### config.mk
export PLATFORM = sky130hd
export DESIGN_NAME = cdr_top
export DESIGN_NICKNAME = d
export VERILOG_FILES = /design/src/source/cdr_pkg.sv /design/src/source/cdr_reg_if.sv /design/src/source/cdr_top.sv /design/src/source/phase_window_counter.sv /design/src/source/picode_history.sv /design/src/source/picode_tracker.sv
export SDC_FILE = /design/constraint.sdc
export NUM_CORES = 1
export LEC_CHECK = 0
export BUFFER_PORTS_ARGS = -buffer_cell sky130_fd_sc_hd__clkbuf_2
export CAP_MARGIN = 20
export CORE_MARGIN = 2
export CORE_UTILIZATION = 30
export DETAILED_ROUTE_END_ITERATION = 8
export GPL_TIMING_DRIVEN = 0
export SETUP_SLACK_MARGIN = 0.3
export SLEW_MARGIN = 20
export SYNTH_ARGS = -nofsm -noshare
export SYNTH_HDL_FRONTEND = slang
export SYNTH_SLANG_ARGS = --single-unit
### constraint.sdc
create_clock -name sys_clk -period 4.1 [get_ports sys_clk]
set_input_delay 0.41 -clock sys_clk [delete_from_list [all_inputs] [get_ports sys_clk]]
set_output_delay 0.41 -clock sys_clk [all_outputs]
set_load 0.01 [all_outputs]
### src/source/cdr_pkg.sv
/*
 * Shared constants and enums for the CDR control block
 * Code widths, lock rule values, tracker states, window and register selects
 */
package cdr_pkg;

	// Interpolator code and history sizes
	parameter int PICODE_W = 7;
	parameter int HIST_DEPTH = 32;

	// Lock rule
	parameter int LOCK_WINDOWS = 17;	// Consecutive close windows
	parameter int LOCK_TOL = 2;	// Max code to average distance

	// Tracker FSM states
	typedef enum logic {
		CDR_START,
		CDR_RUN
	} cdr_state_t;

	// Window length select, N = 8 << win_sel
	typedef enum logic [1:0] {
		WIN_8 = 2'd0,
		WIN_16 = 2'd1,
		WIN_32 = 2'd2,
		WIN_64 = 2'd3
	} win_sel_t;

	// Wishbone word addresses
	typedef enum logic [1:0] {
		REG_CTRL = 2'd0,
		REG_OVRD = 2'd1,
		REG_STATUS = 2'd2
	} reg_addr_t;

endpackage

### src/source/cdr_reg_if.sv
/*
 * Wishbone classic slave for the CDR block
 * Control and override registers, live status readback, single-cycle ack
 */
`timescale 1ns/1ps

module cdr_reg_if (
	input logic sys_clk,
	input logic sync_rst_n,

	// Wishbone classic slave
	input logic wb_cyc,
	input logic wb_stb,
	input logic wb_we,
	input logic [1:0] wb_adr,
	input logic [31:0] wb_dat_w,
	output logic [31:0] wb_dat_r,
	output logic wb_ack,

	// Live status from the tracker
	input logic cdr_lock,
	input logic [cdr_pkg::PICODE_W-1:0] picode_even,
	input logic [cdr_pkg::PICODE_W-1:0] picode_odd,

	// Control fields
	output logic rx_en,
	output cdr_pkg::win_sel_t win_sel,
	output logic ovrd_sel,
	output logic lock_ovrd,
	output logic update_ovrd,
	output logic [cdr_pkg::PICODE_W-1:0] ovrd_even,
	output logic [cdr_pkg::PICODE_W-1:0] ovrd_odd
);
	import cdr_pkg::*;

	reg_addr_t addr;
	logic wb_req;	// First cycle of a new access
	logic [31:0] ctrl_word;
	logic [31:0] ovrd_word;
	logic [31:0] status_word;

	assign addr = reg_addr_t'(wb_adr);
	assign wb_req = wb_cyc && wb_stb && !wb_ack;

	// Ack for one cycle, then low again while the master drops stb
	always_ff @(posedge sys_clk or negedge sync_rst_n)
	begin
		if (!sync_rst_n)
			wb_ack <= 1'b0;
		else
			wb_ack <= wb_req;
	end

	// Writes land on the same edge that raises ack
	always_ff @(posedge sys_clk or negedge sync_rst_n)
	begin
		if (!sync_rst_n)
		begin
			rx_en <= 1'b0;
			ovrd_sel <= 1'b0;
			lock_ovrd <= 1'b0;
			update_ovrd <= 1'b0;
			win_sel <= WIN_8;
			ovrd_even <= '0;
			ovrd_odd <= '0;
		end
		else if (wb_req && wb_we)
		begin
			case (addr)
				REG_CTRL:
				begin
					rx_en <= wb_dat_w[0];
					ovrd_sel <= wb_dat_w[1];
					lock_ovrd <= wb_dat_w[2];
					update_ovrd <= wb_dat_w[3];
					win_sel <= win_sel_t'(wb_dat_w[5:4]);
				end
				REG_OVRD:
				begin
					ovrd_even <= wb_dat_w[PICODE_W-1:0];
					ovrd_odd <= wb_dat_w[8 +: PICODE_W];
				end
				default: ;	// Status is read-only
			endcase
		end
	end

	// Readback words, unused bits zero
	always_comb
	begin
		ctrl_word = '0;
		ctrl_word[0] = rx_en;
		ctrl_word[1] = ovrd_sel;
		ctrl_word[2] = lock_ovrd;
		ctrl_word[3] = update_ovrd;
		ctrl_word[5:4] = win_sel;

		ovrd_word = '0;
		ovrd_word[PICODE_W-1:0] = ovrd_even;
		ovrd_word[8 +: PICODE_W] = ovrd_odd;

		status_word = '0;
		status_word[0] = cdr_lock;
		status_word[8 +: PICODE_W] = picode_even;
		status_word[16 +: PICODE_W] = picode_odd;
	end

	// Master holds the address through the ack cycle
	always_comb
	begin
		case (addr)
			REG_CTRL: wb_dat_r = ctrl_word;
			REG_OVRD: wb_dat_r = ovrd_word;
			REG_STATUS: wb_dat_r = status_word;
			default: wb_dat_r = '0;
		endcase
	end

endmodule

### src/source/cdr_top.sv
/*
 * CDR control top level
 * Register slave, vote counter, code history and code tracker
 */
`timescale 1ns/1ps

module cdr_top #(
	parameter int PICODE_W = cdr_pkg::PICODE_W,
	parameter int HIST_DEPTH = cdr_pkg::HIST_DEPTH
) (
	input logic sys_clk,
	input logic sync_rst_n,
	input logic phase_detect,
	input logic wb_cyc,
	input logic wb_stb,
	input logic wb_we,
	input logic [1:0] wb_adr,
	input logic [31:0] wb_dat_w,
	output logic [31:0] wb_dat_r,
	output logic wb_ack,
	output logic [PICODE_W-1:0] picode_even,
	output logic [PICODE_W-1:0] picode_odd,
	output logic picode_update,
	output logic cdr_lock
);
	import cdr_pkg::*;

	win_sel_t win_sel;
	logic rx_en;
	logic ovrd_sel;
	logic lock_ovrd;
	logic update_ovrd;
	logic [PICODE_W-1:0] ovrd_even;
	logic [PICODE_W-1:0] ovrd_odd;
	logic win_done;
	logic step_up;
	logic step_down;
	logic hist_push;
	logic hist_clear;
	logic [PICODE_W-1:0] hist_code;
	logic [PICODE_W-1:0] hist_avg;

	cdr_reg_if u_reg_if (
		.sys_clk, .sync_rst_n,
		.wb_cyc, .wb_stb, .wb_we, .wb_adr, .wb_dat_w, .wb_dat_r, .wb_ack,
		.cdr_lock, .picode_even, .picode_odd,	// Status readback
		.rx_en, .win_sel, .ovrd_sel, .lock_ovrd, .update_ovrd, .ovrd_even, .ovrd_odd
	);

	phase_window_counter #(.PICODE_W(PICODE_W)) u_window (
		.sys_clk, .sync_rst_n,
		.phase_detect, .rx_en, .win_sel,
		.win_done, .step_up, .step_down
	);

	picode_history #(.PICODE_W(PICODE_W), .HIST_DEPTH(HIST_DEPTH)) u_history (
		.sys_clk, .sync_rst_n,
		.hist_push, .hist_clear, .hist_code, .hist_avg
	);

	picode_tracker #(.PICODE_W(PICODE_W)) u_tracker (
		.sys_clk, .sync_rst_n, .rx_en,
		.win_done, .step_up, .step_down,
		.hist_avg, .hist_push, .hist_clear, .hist_code,
		.ovrd_sel, .lock_ovrd, .update_ovrd, .ovrd_even, .ovrd_odd,
		.picode_even, .picode_odd, .picode_update, .cdr_lock
	);

endmodule

### src/source/phase_window_counter.sv
/*
 * Phase detector vote counter
 * Two-flop synchronizer, windowed late-vote count and step decision
 */
`timescale 1ns/1ps

module phase_window_counter #(
	parameter int PICODE_W = cdr_pkg::PICODE_W
) (
	input logic sys_clk,
	input logic sync_rst_n,
	input logic phase_detect,	// From the receive DLL, async
	input logic rx_en,
	input cdr_pkg::win_sel_t win_sel,
	output logic win_done,
	output logic step_up,
	output logic step_down
);
	import cdr_pkg::*;

	// Counters share the code width, the 64-cycle window still fits
	logic ph_meta;
	logic ph_sync;
	logic [PICODE_W-1:0] cycle_cnt;
	logic [PICODE_W-1:0] late_cnt;
	logic [PICODE_W-1:0] late_next;
	logic [PICODE_W-1:0] win_len;
	logic [PICODE_W-1:0] thr_lo;
	logic [PICODE_W-1:0] thr_hi;
	logic win_end;

	always_comb
	begin
		case (win_sel)
			WIN_8: win_len = PICODE_W'(8);
			WIN_16: win_len = PICODE_W'(16);
			WIN_32: win_len = PICODE_W'(32);
			default: win_len = PICODE_W'(64);
		endcase
	end

	assign thr_lo = win_len >> 2;	// N/4
	assign thr_hi = thr_lo + (thr_lo << 1);	// 3N/4

	// Greater-or-equal also closes a window shortened mid-count
	assign win_end = rx_en && (cycle_cnt >= win_len - 1'b1);
	assign late_next = late_cnt + {{(PICODE_W-1){1'b0}}, ph_sync};

	always_ff @(posedge sys_clk or negedge sync_rst_n)
	begin
		if (!sync_rst_n)
		begin
			ph_meta <= 1'b0;
			ph_sync <= 1'b0;
			cycle_cnt <= '0;
			late_cnt <= '0;
			win_done <= 1'b0;
			step_up <= 1'b0;
			step_down <= 1'b0;
		end
		else
		begin
			ph_meta <= phase_detect;
			ph_sync <= ph_meta;
			win_done <= win_end;
			step_up <= win_end && (late_next > thr_hi);
			step_down <= win_end && (late_next < thr_lo);
			if (win_end)
			begin
				cycle_cnt <= '0;	// Restart for the next window
				late_cnt <= '0;
			end
			else if (rx_en)
			begin
				cycle_cnt <= cycle_cnt + 1'b1;
				late_cnt <= late_next;
			end
		end
	end

endmodule

### src/source/picode_history.sv
/*
 * Ring of past interpolator codes
 * Write index, running sum and average over the full ring
 */
`timescale 1ns/1ps

module picode_history #(
	parameter int PICODE_W = cdr_pkg::PICODE_W,
	parameter int HIST_DEPTH = cdr_pkg::HIST_DEPTH
) (
	input logic sys_clk,
	input logic sync_rst_n,
	input logic hist_push,
	input logic hist_clear,
	input logic [PICODE_W-1:0] hist_code,
	output logic [PICODE_W-1:0] hist_avg
);

	localparam int IDX_W = $clog2(HIST_DEPTH);
	localparam int SUM_W = PICODE_W + IDX_W;	// Holds HIST_DEPTH full-scale codes

	logic [PICODE_W-1:0] ring [HIST_DEPTH];
	logic [IDX_W-1:0] wr_idx;
	logic [SUM_W-1:0] code_sum;

	// Entries are zeroed by hist_clear, which the tracker holds after reset
	always_ff @(posedge sys_clk)
	begin
		if (hist_clear)
		begin
			for (int i = 0; i < HIST_DEPTH; i++)
				ring[i] <= '0;
		end
		else if (hist_push)
			ring[wr_idx] <= hist_code;
	end

	always_ff @(posedge sys_clk or negedge sync_rst_n)
	begin
		if (!sync_rst_n)
		begin
			wr_idx <= '0;
			code_sum <= '0;
		end
		else if (hist_clear)
		begin
			wr_idx <= '0;
			code_sum <= '0;
		end
		else if (hist_push)
		begin
			// Drop the oldest entry, add the new one
			code_sum <= code_sum - SUM_W'(ring[wr_idx]) + SUM_W'(hist_code);
			if (wr_idx == IDX_W'(HIST_DEPTH - 1))
				wr_idx <= '0;
			else
				wr_idx <= wr_idx + 1'b1;
		end
	end

	assign hist_avg = code_sum[SUM_W-1 -: PICODE_W];	// Sum / HIST_DEPTH

endmodule

### src/source/picode_tracker.sv
/*
 * Interpolator code tracker
 * Start/run FSM, code stepping, history push, lock detect and override mux
 */
`timescale 1ns/1ps

module picode_tracker #(
	parameter int PICODE_W = cdr_pkg::PICODE_W
) (
	input logic sys_clk,
	input logic sync_rst_n,
	input logic rx_en,

	// Window decisions
	input logic win_done,
	input logic step_up,
	input logic step_down,

	// History ring
	input logic [PICODE_W-1:0] hist_avg,
	output logic hist_push,
	output logic hist_clear,
	output logic [PICODE_W-1:0] hist_code,

	// Register overrides
	input logic ovrd_sel,
	input logic lock_ovrd,
	input logic update_ovrd,
	input logic [PICODE_W-1:0] ovrd_even,
	input logic [PICODE_W-1:0] ovrd_odd,

	// To the interpolators
	output logic [PICODE_W-1:0] picode_even,
	output logic [PICODE_W-1:0] picode_odd,
	output logic picode_update,
	output logic cdr_lock
);
	import cdr_pkg::*;

	localparam int LOCK_CNT_W = $clog2(LOCK_WINDOWS + 1);
	localparam logic [LOCK_CNT_W-1:0] LOCK_MAX = LOCK_CNT_W'(LOCK_WINDOWS);
	localparam logic [PICODE_W-1:0] TOL = PICODE_W'(LOCK_TOL);
	localparam logic [PICODE_W-1:0] HALF_TURN = {1'b1, {(PICODE_W-1){1'b0}}};	// 180 degrees

	cdr_state_t state_q;
	cdr_state_t state_d;
	logic [PICODE_W-1:0] even_q;
	logic [PICODE_W-1:0] odd_int;
	logic [PICODE_W-1:0] dist_pos;
	logic [PICODE_W-1:0] dist_neg;
	logic [LOCK_CNT_W-1:0] lock_cnt;
	logic update_q;
	logic lock_q;
	logic code_close;

	always_comb
	begin
		case (state_q)
			CDR_START: state_d = rx_en ? CDR_RUN : CDR_START;
			CDR_RUN: state_d = rx_en ? CDR_RUN : CDR_START;
			default: state_d = CDR_START;
		endcase
	end

	// Wrapped distance in both directions, code taken before the step
	assign dist_pos = even_q - hist_avg;
	assign dist_neg = hist_avg - even_q;
	assign code_close = (dist_pos <= TOL) || (dist_neg <= TOL);

	always_ff @(posedge sys_clk or negedge sync_rst_n)
	begin
		if (!sync_rst_n)
		begin
			state_q <= CDR_START;
			even_q <= '0;
			update_q <= 1'b0;
			lock_cnt <= '0;
			lock_q <= 1'b0;
		end
		else
		begin
			state_q <= state_d;
			update_q <= 1'b0;
			if (state_q == CDR_START)
				lock_cnt <= '0;	// Code and lock survive a restart
			else if (win_done)
			begin
				if (step_up)
				begin
					even_q <= even_q + 1'b1;
					update_q <= 1'b1;
				end
				else if (step_down)
				begin
					even_q <= even_q - 1'b1;
					update_q <= 1'b1;
				end

				if (!code_close)
					lock_cnt <= '0;
				else if (lock_cnt < LOCK_MAX)
					lock_cnt <= lock_cnt + 1'b1;

				if (code_close && (lock_cnt >= LOCK_MAX - 1'b1))
					lock_q <= 1'b1;	// Sticky until reset
			end
		end
	end

	assign odd_int = even_q + HALF_TURN;

	// History sees the pre-step code once per window
	assign hist_push = (state_q == CDR_RUN) && win_done;
	assign hist_clear = (state_q == CDR_START);
	assign hist_code = even_q;

	// Override mux
	assign picode_even = ovrd_sel ? ovrd_even : even_q;
	assign picode_odd = ovrd_sel ? ovrd_odd : odd_int;
	assign picode_update = ovrd_sel ? update_ovrd : update_q;
	assign cdr_lock = ovrd_sel ? lock_ovrd : lock_q;

endmodule

==> impl_metrics.xml <==
<?xml version="1.0" encoding="UTF-8"?>
<metrics>
  <group name="place">
    <metric name="post-dp-hpwl" unit="µm">30000</metric>
    <metric name="buffer_ports.inserted" unit="">57</metric>
    <metric name="dpl_worst_slack" unit="ns">-0.775</metric>
    <metric name="routabilityCongestion" unit="">0.902</metric>
  </group>
  <group name="yosys">
    <metric name="syn_area" unit="µm²">15500</metric>
    <metric name="post_synth_most_frequent_cells" unit="">sky130_fd_sc_hd__nor3_1 (233), sky130_fd_sc_hd__edfxtp_1 (224), sky130_fd_sc_hd__clkbuf_1 (104), sky130_fd_sc_hd__o21ai_0 (73), sky130_fd_sc_hd__dfrtp_1 (72)</metric>
    <metric name="synth-compound-area-share" unit="">0.0803</metric>
    <metric name="synth_edf_count" unit="">224</metric>
    <metric name="number_of_different_library_cells_in_the_post_synthesis_netlist" unit="">66</metric>
    <metric name="yosys.cell_count.top_type" unit="">sky130_fd_sc_hd__nor3_1</metric>
    <metric name="muxShareOfSynthArea" unit="">0.106</metric>
    <metric name="asyncSetResetFlopFracSynth" unit="">0.243</metric>
    <metric name="synth_warnings" unit="">0</metric>
    <metric name="yosysTopAreaCellShare" unit="">0.434</metric>
    <metric name="post_synth_and_or_nand_nor_area_fraction" unit="">0.141</metric>
    <metric name="ys_seq_area_frac" unit="">0.550</metric>
    <metric name="yosys.area_share.xor_xnor" unit="">0.0141</metric>
    <metric name="syn_avg_cell_area" unit="µm²">11.9</metric>
    <metric name="post_synth_fa_ha_maj_area_fraction" unit="">0.0589</metric>
    <metric name="synth_top_family_by_area" unit="">simple AND/OR/NAND/NOR gates</metric>
    <metric name="synth_cells" unit="">1304</metric>
    <metric name="ys_seq_elements" unit="">296</metric>
    <metric name="synth_top_cells_by_area" unit="">sky130_fd_sc_hd__edfxtp_1 (43%), sky130_fd_sc_hd__dfrtp_1 (12%), sky130_fd_sc_hd__mux4_2 (8.1%)</metric>
    <metric name="yosysTopAreaCell" unit="">sky130_fd_sc_hd__edfxtp_1</metric>
    <metric name="synth-main-ff-cell" unit="">sky130_fd_sc_hd__edfxtp_1</metric>
  </group>
  <group name="hold_path">
    <metric name="hold_path.class" unit="">input pin to flop</metric>
  </group>
  <group name="power_and_ir_drop">
    <metric name="power_switching_share" unit="">0.298</metric>
    <metric name="share_seq_of_total_power" unit="">0.468</metric>
    <metric name="cellLeakagePower" unit="nW">6.65</metric>
    <metric name="intPower" unit="mW">6.09</metric>
    <metric name="pd_cells" unit="nW/µm²">479</metric>
    <metric name="power.share.combinational" unit="">0.237</metric>
    <metric name="part_of_the_total_power_dissipated_in_the_clock_network" unit="">0.295</metric>
    <metric name="net-switching-power" unit="mW">2.58</metric>
    <metric name="ir_worst_vdd" unit="mV">0.346</metric>
  </group>
  <group name="global_route">
    <metric name="number_of_global_route_vias_before_repair" unit="">11200</metric>
    <metric name="grt_start_max_net_pins" unit="">52</metric>
    <metric name="grt_overflow_total" unit="">0</metric>
    <metric name="grt_usage" unit="">0.162</metric>
    <metric name="wire_length_of_the_first_global_routing_pass" unit="µm">66400</metric>
    <metric name="grt_antenna_before_repair" unit="">0</metric>
  </group>
  <group name="die">
    <metric name="core_region_area" unit="µm²">51200</metric>
    <metric name="die_h" unit="µm">231</metric>
    <metric name="die-width" unit="µm">231</metric>
    <metric name="ios" unit="">89</metric>
    <metric name="starting_density_of_the_core" unit="">0.303</metric>
    <metric name="full_die_area" unit="µm²">53500</metric>
    <metric name="row_count" unit="">83</metric>
  </group>
  <group name="outcome">
    <metric name="failing_checks" unit="">setup timing</metric>
    <metric name="run_status" unit="">complete, but fails checks</metric>
  </group>
  <group name="timing">
    <metric name="min_period" unit="ns">4.31</metric>
    <metric name="hold_ws" unit="ns">0.0500</metric>
    <metric name="setup-violations-final" unit="">3</metric>
    <metric name="achievable-frequency" unit="GHz">0.232</metric>
    <metric name="finalHoldViolations" unit="">0</metric>
    <metric name="tightest_slew" unit="ns">1.13</metric>
    <metric name="fin_crit_sh" unit="">1.05</metric>
    <metric name="timing.max_slew.rel_slack" unit="">0.236</metric>
    <metric name="fin_skew" unit="ns">0.0188</metric>
    <metric name="rsz0062_at_grt" unit="">true</metric>
    <metric name="maxSlewViolCount" unit="">0</metric>
    <metric name="post-route-worst-setup-slack" unit="ns">-0.214</metric>
  </group>
  <group name="routing">
    <metric name="postRouteWirelength" unit="µm">43200</metric>
    <metric name="drt-pass1-iter-count" unit="">5</metric>
    <metric name="detail_route.drc_violations" unit="">0</metric>
    <metric name="post_route_antenna_net_violation_count" unit="">0</metric>
    <metric name="num_vias" unit="">11100</metric>
    <metric name="drt_first_iter_violations" unit="">1139</metric>
    <metric name="via_per_instance_ratio" unit="">5.20</metric>
    <metric name="drt-wirelength-per-cell" unit="µm">20.3</metric>
  </group>
  <group name="cells_and_area">
    <metric name="final_layout_size_suffix_gt1_frac" unit="">0.183</metric>
    <metric name="final-seq-area" unit="µm²">8530</metric>
    <metric name="total_area_of_multi_input_combinational_cells" unit="µm²">6400</metric>
    <metric name="filler_cell_count" unit="">4978</metric>
    <metric name="area_growth_syn_to_layout" unit="%">16.8</metric>
    <metric name="nets" unit="">1537</metric>
    <metric name="antenna_diode_count" unit="">0</metric>
  </group>
  <group name="clocking">
    <metric name="cts_root_buf" unit="">sky130_fd_sc_hd__clkbuf_16</metric>
    <metric name="cts_tree" unit="">yes</metric>
    <metric name="cts.htree.levels" unit="">1</metric>
    <metric name="clk-insertion-delay-late" unit="ns">0.59</metric>
    <metric name="clk_pin_slew_worst_paths" unit="ns">0.07</metric>
    <metric name="tritoncts_num_sinks" unit="">296</metric>
    <metric name="tritoncts.num_buffers" unit="">31</metric>
    <metric name="cts_buffer_depth" unit="">3</metric>
  </group>
  <group name="critical_path">
    <metric name="cpLargestDelayFamily" unit="">compound AO/OA/AOI/OAI gates</metric>
    <metric name="critPathCaptureType" unit="">flop</metric>
    <metric name="number_of_buffer_and_inverter_instances_along_the_worst_setup_path" unit="">5</metric>
    <metric name="path_max_fanout" unit="">6</metric>
    <metric name="crit_slowest_cell" unit="">sky130_fd_sc_hd__fa_1</metric>
    <metric name="crit_arrival" unit="ns">4.78</metric>
    <metric name="critical_path.startpoint_type" unit="">flop</metric>
    <metric name="cpPeakStageDelay" unit="ns">0.63</metric>
    <metric name="criticalPathCategory" unit="">flop to flop</metric>
    <metric name="critical_path_required" unit="ns">4.57</metric>
    <metric name="worstPathCellList" unit="">buf_8 &gt; buf_12 &gt; mux4_2 &gt; a22oi_2 &gt; nand4_1 &gt; fa_1 &gt; inv_2 &gt; ha_4 &gt; a211oi_4 &gt; o21ai_2 &gt; buf_4 &gt; buf_6 &gt; a2111oi_4 &gt; o311ai_2 &gt; xor2_1 &gt; mux2i_1 &gt; nor2b_1</metric>
  </group>
  <group name="flow_run">
    <metric name="cap_violations" unit="">0</metric>
  </group>
</metrics>
==> path summary, 6_finish.rpt <==
path	startpoint	endpoint	slack [ns]	depth (start not counted)
max	u_history.wr_idx[0]$_DFFE_PN0P_	u_history.code_sum[9]$_DFFE_PN0P_	-0.21	17
min	wb_dat_w[14]	u_reg_if.ovrd_odd[6]$_DFFE_PN0P_	0.05	2
max reg2reg	u_history.wr_idx[0]$_DFFE_PN0P_	u_history.code_sum[9]$_DFFE_PN0P_	-0.21	17
min reg2reg	u_window.ph_meta$_DFF_PN0_	u_window.ph_sync$_DFF_PN0_	0.36	0
max in group asynchronous	sync_rst_n	u_history.code_sum[1]$_DFFE_PN0P_	3.20	3
min in group asynchronous	sync_rst_n	u_reg_if.ovrd_even[6]$_DFFE_PN0P_	0.30	2
==> kinds of logic (layout without fill, tap and decap cells) <==
group,Yosys count,in the layout
compound gates,195,195
xor+xnor,25,25
fa+ha+maj,67,67
buf+inv,190,328
flops,296,296
mux,91,91
other cells,1,11
simple gates,439,439
==> cell usage in the layout (no fill, tap or decap), types with 5 or more instances in the layout <==
master / instances
sky130_fd_sc_hd__clkbuf_1: 105
sky130_fd_sc_hd__fa_1: 9
sky130_fd_sc_hd__nand3_1: 20
sky130_fd_sc_hd__a22oi_1: 15
sky130_fd_sc_hd__nor2_1: 41
sky130_fd_sc_hd__and2_1: 8
sky130_fd_sc_hd__a21o_1: 15
sky130_fd_sc_hd__xnor2_1: 20
sky130_fd_sc_hd__nor3_1: 232
sky130_fd_sc_hd__a21oi_1: 33
sky130_fd_sc_hd__ha_1: 55
sky130_fd_sc_hd__nand2b_1: 16
sky130_fd_sc_hd__a22oi_2: 14
sky130_fd_sc_hd__mux4_2: 56
sky130_fd_sc_hd__nor2b_1: 15
sky130_fd_sc_hd__conb_1: 11
sky130_fd_sc_hd__dfrtp_1: 71
sky130_fd_sc_hd__buf_4: 32
sky130_fd_sc_hd__inv_1: 56
sky130_fd_sc_hd__nand2_1: 70
sky130_fd_sc_hd__nand4_1: 9
sky130_fd_sc_hd__buf_12: 5
sky130_fd_sc_hd__o21ai_1: 30
sky130_fd_sc_hd__clkinv_1: 11
sky130_fd_sc_hd__xor2_1: 5
sky130_fd_sc_hd__and3_1: 7
sky130_fd_sc_hd__edfxtp_1: 224
sky130_fd_sc_hd__o21ai_0: 42
sky130_fd_sc_hd__clkbuf_2: 63
sky130_fd_sc_hd__clkbuf_16: 32
sky130_fd_sc_hd__mux2i_1: 12
sky130_fd_sc_hd__buf_2: 6
sky130_fd_sc_hd__mux2_2: 23
==> per-stage QoR <==
step	instances	instance area [µm²]	util	setup TNS (ns)	power, mW
6_report	2132	18100	0.353	-0.596	8.68
5_1_grt	2132	18100	0.353	-1.35	9.08
4_1_cts	2127	18000	0.351	-1.00	8.66
3_5_place_dp	2053	16800	0.328	-4.27	6.00
3_3_place_gp	2051	16800	0.328	-3.96	5.95
2_1_floorplan	1314	15600	-	0	5.39
==> routing by layer <==
| metal | global-route usage | wire (µm) |
|---|---|---|
| met1 | 0.217 | 17900 |
| met2 | 0.261 | 20500 |
| met3 | 0.0330 | 3560 |
| met4 | 0.0520 | 1240 |
| met5 | 0 | 0 |
==> power groups by stage <==
| stage | clock, mW | sequential (mW) | combinational [mW] |
|---|---|---|---|
| floorplan | 0 | 4.03 | 1.36 |
| global placement | 0 | 4.10 | 1.86 |
| detailed placement | 0 | 4.12 | 1.88 |
| CTS | 2.61 | 4.06 | 2.00 |
| global route | 2.72 | 4.11 | 2.25 |
| finish | 2.56 | 4.06 | 2.06 |
==> what timing repair did <==
| item | in CTS | in global routing |
|---|---|---|
| pin swaps | 20 | 17 |
| hold endpoints to repair | 22 | 0 |
| buffers inserted | 17 | 5 |
| endpoints found under the setup margin | 10 | 13 |
| hold buffers | 2 | 0 |
| resized for setup | 30 | 30 |
==> registers in the layout, summed over array words and instances (netlist names), 2 cells and up <==
| signal | cells |
|---|---|
| u_history.ring | 224 |
| u_history.code_sum | 12 |
| u_reg_if.ovrd_even | 7 |
| u_reg_if.ovrd_odd | 7 |
| u_tracker.hist_code | 7 |
| u_window.cycle_cnt | 7 |
| u_window.late_cnt | 7 |
| u_history.wr_idx | 5 |
| u_tracker.lock_cnt | 5 |
| u_reg_if.win_sel | 2 |
==> final cells by class <==
class | count | area share
well taps | 680 | 0.0470
flip-flops and latches | 296 | 0.471
plain buffers | 129 | 0.0373
clock buffers | 43 | 0.0454
multi-input cells | 828 | 0.354
repair buffers | 83 | 0.0288
inverters | 61 | 0.0127
clock inverters | 12 | 0.00380
No activity file was read; power rests on OpenSTA's default activity.
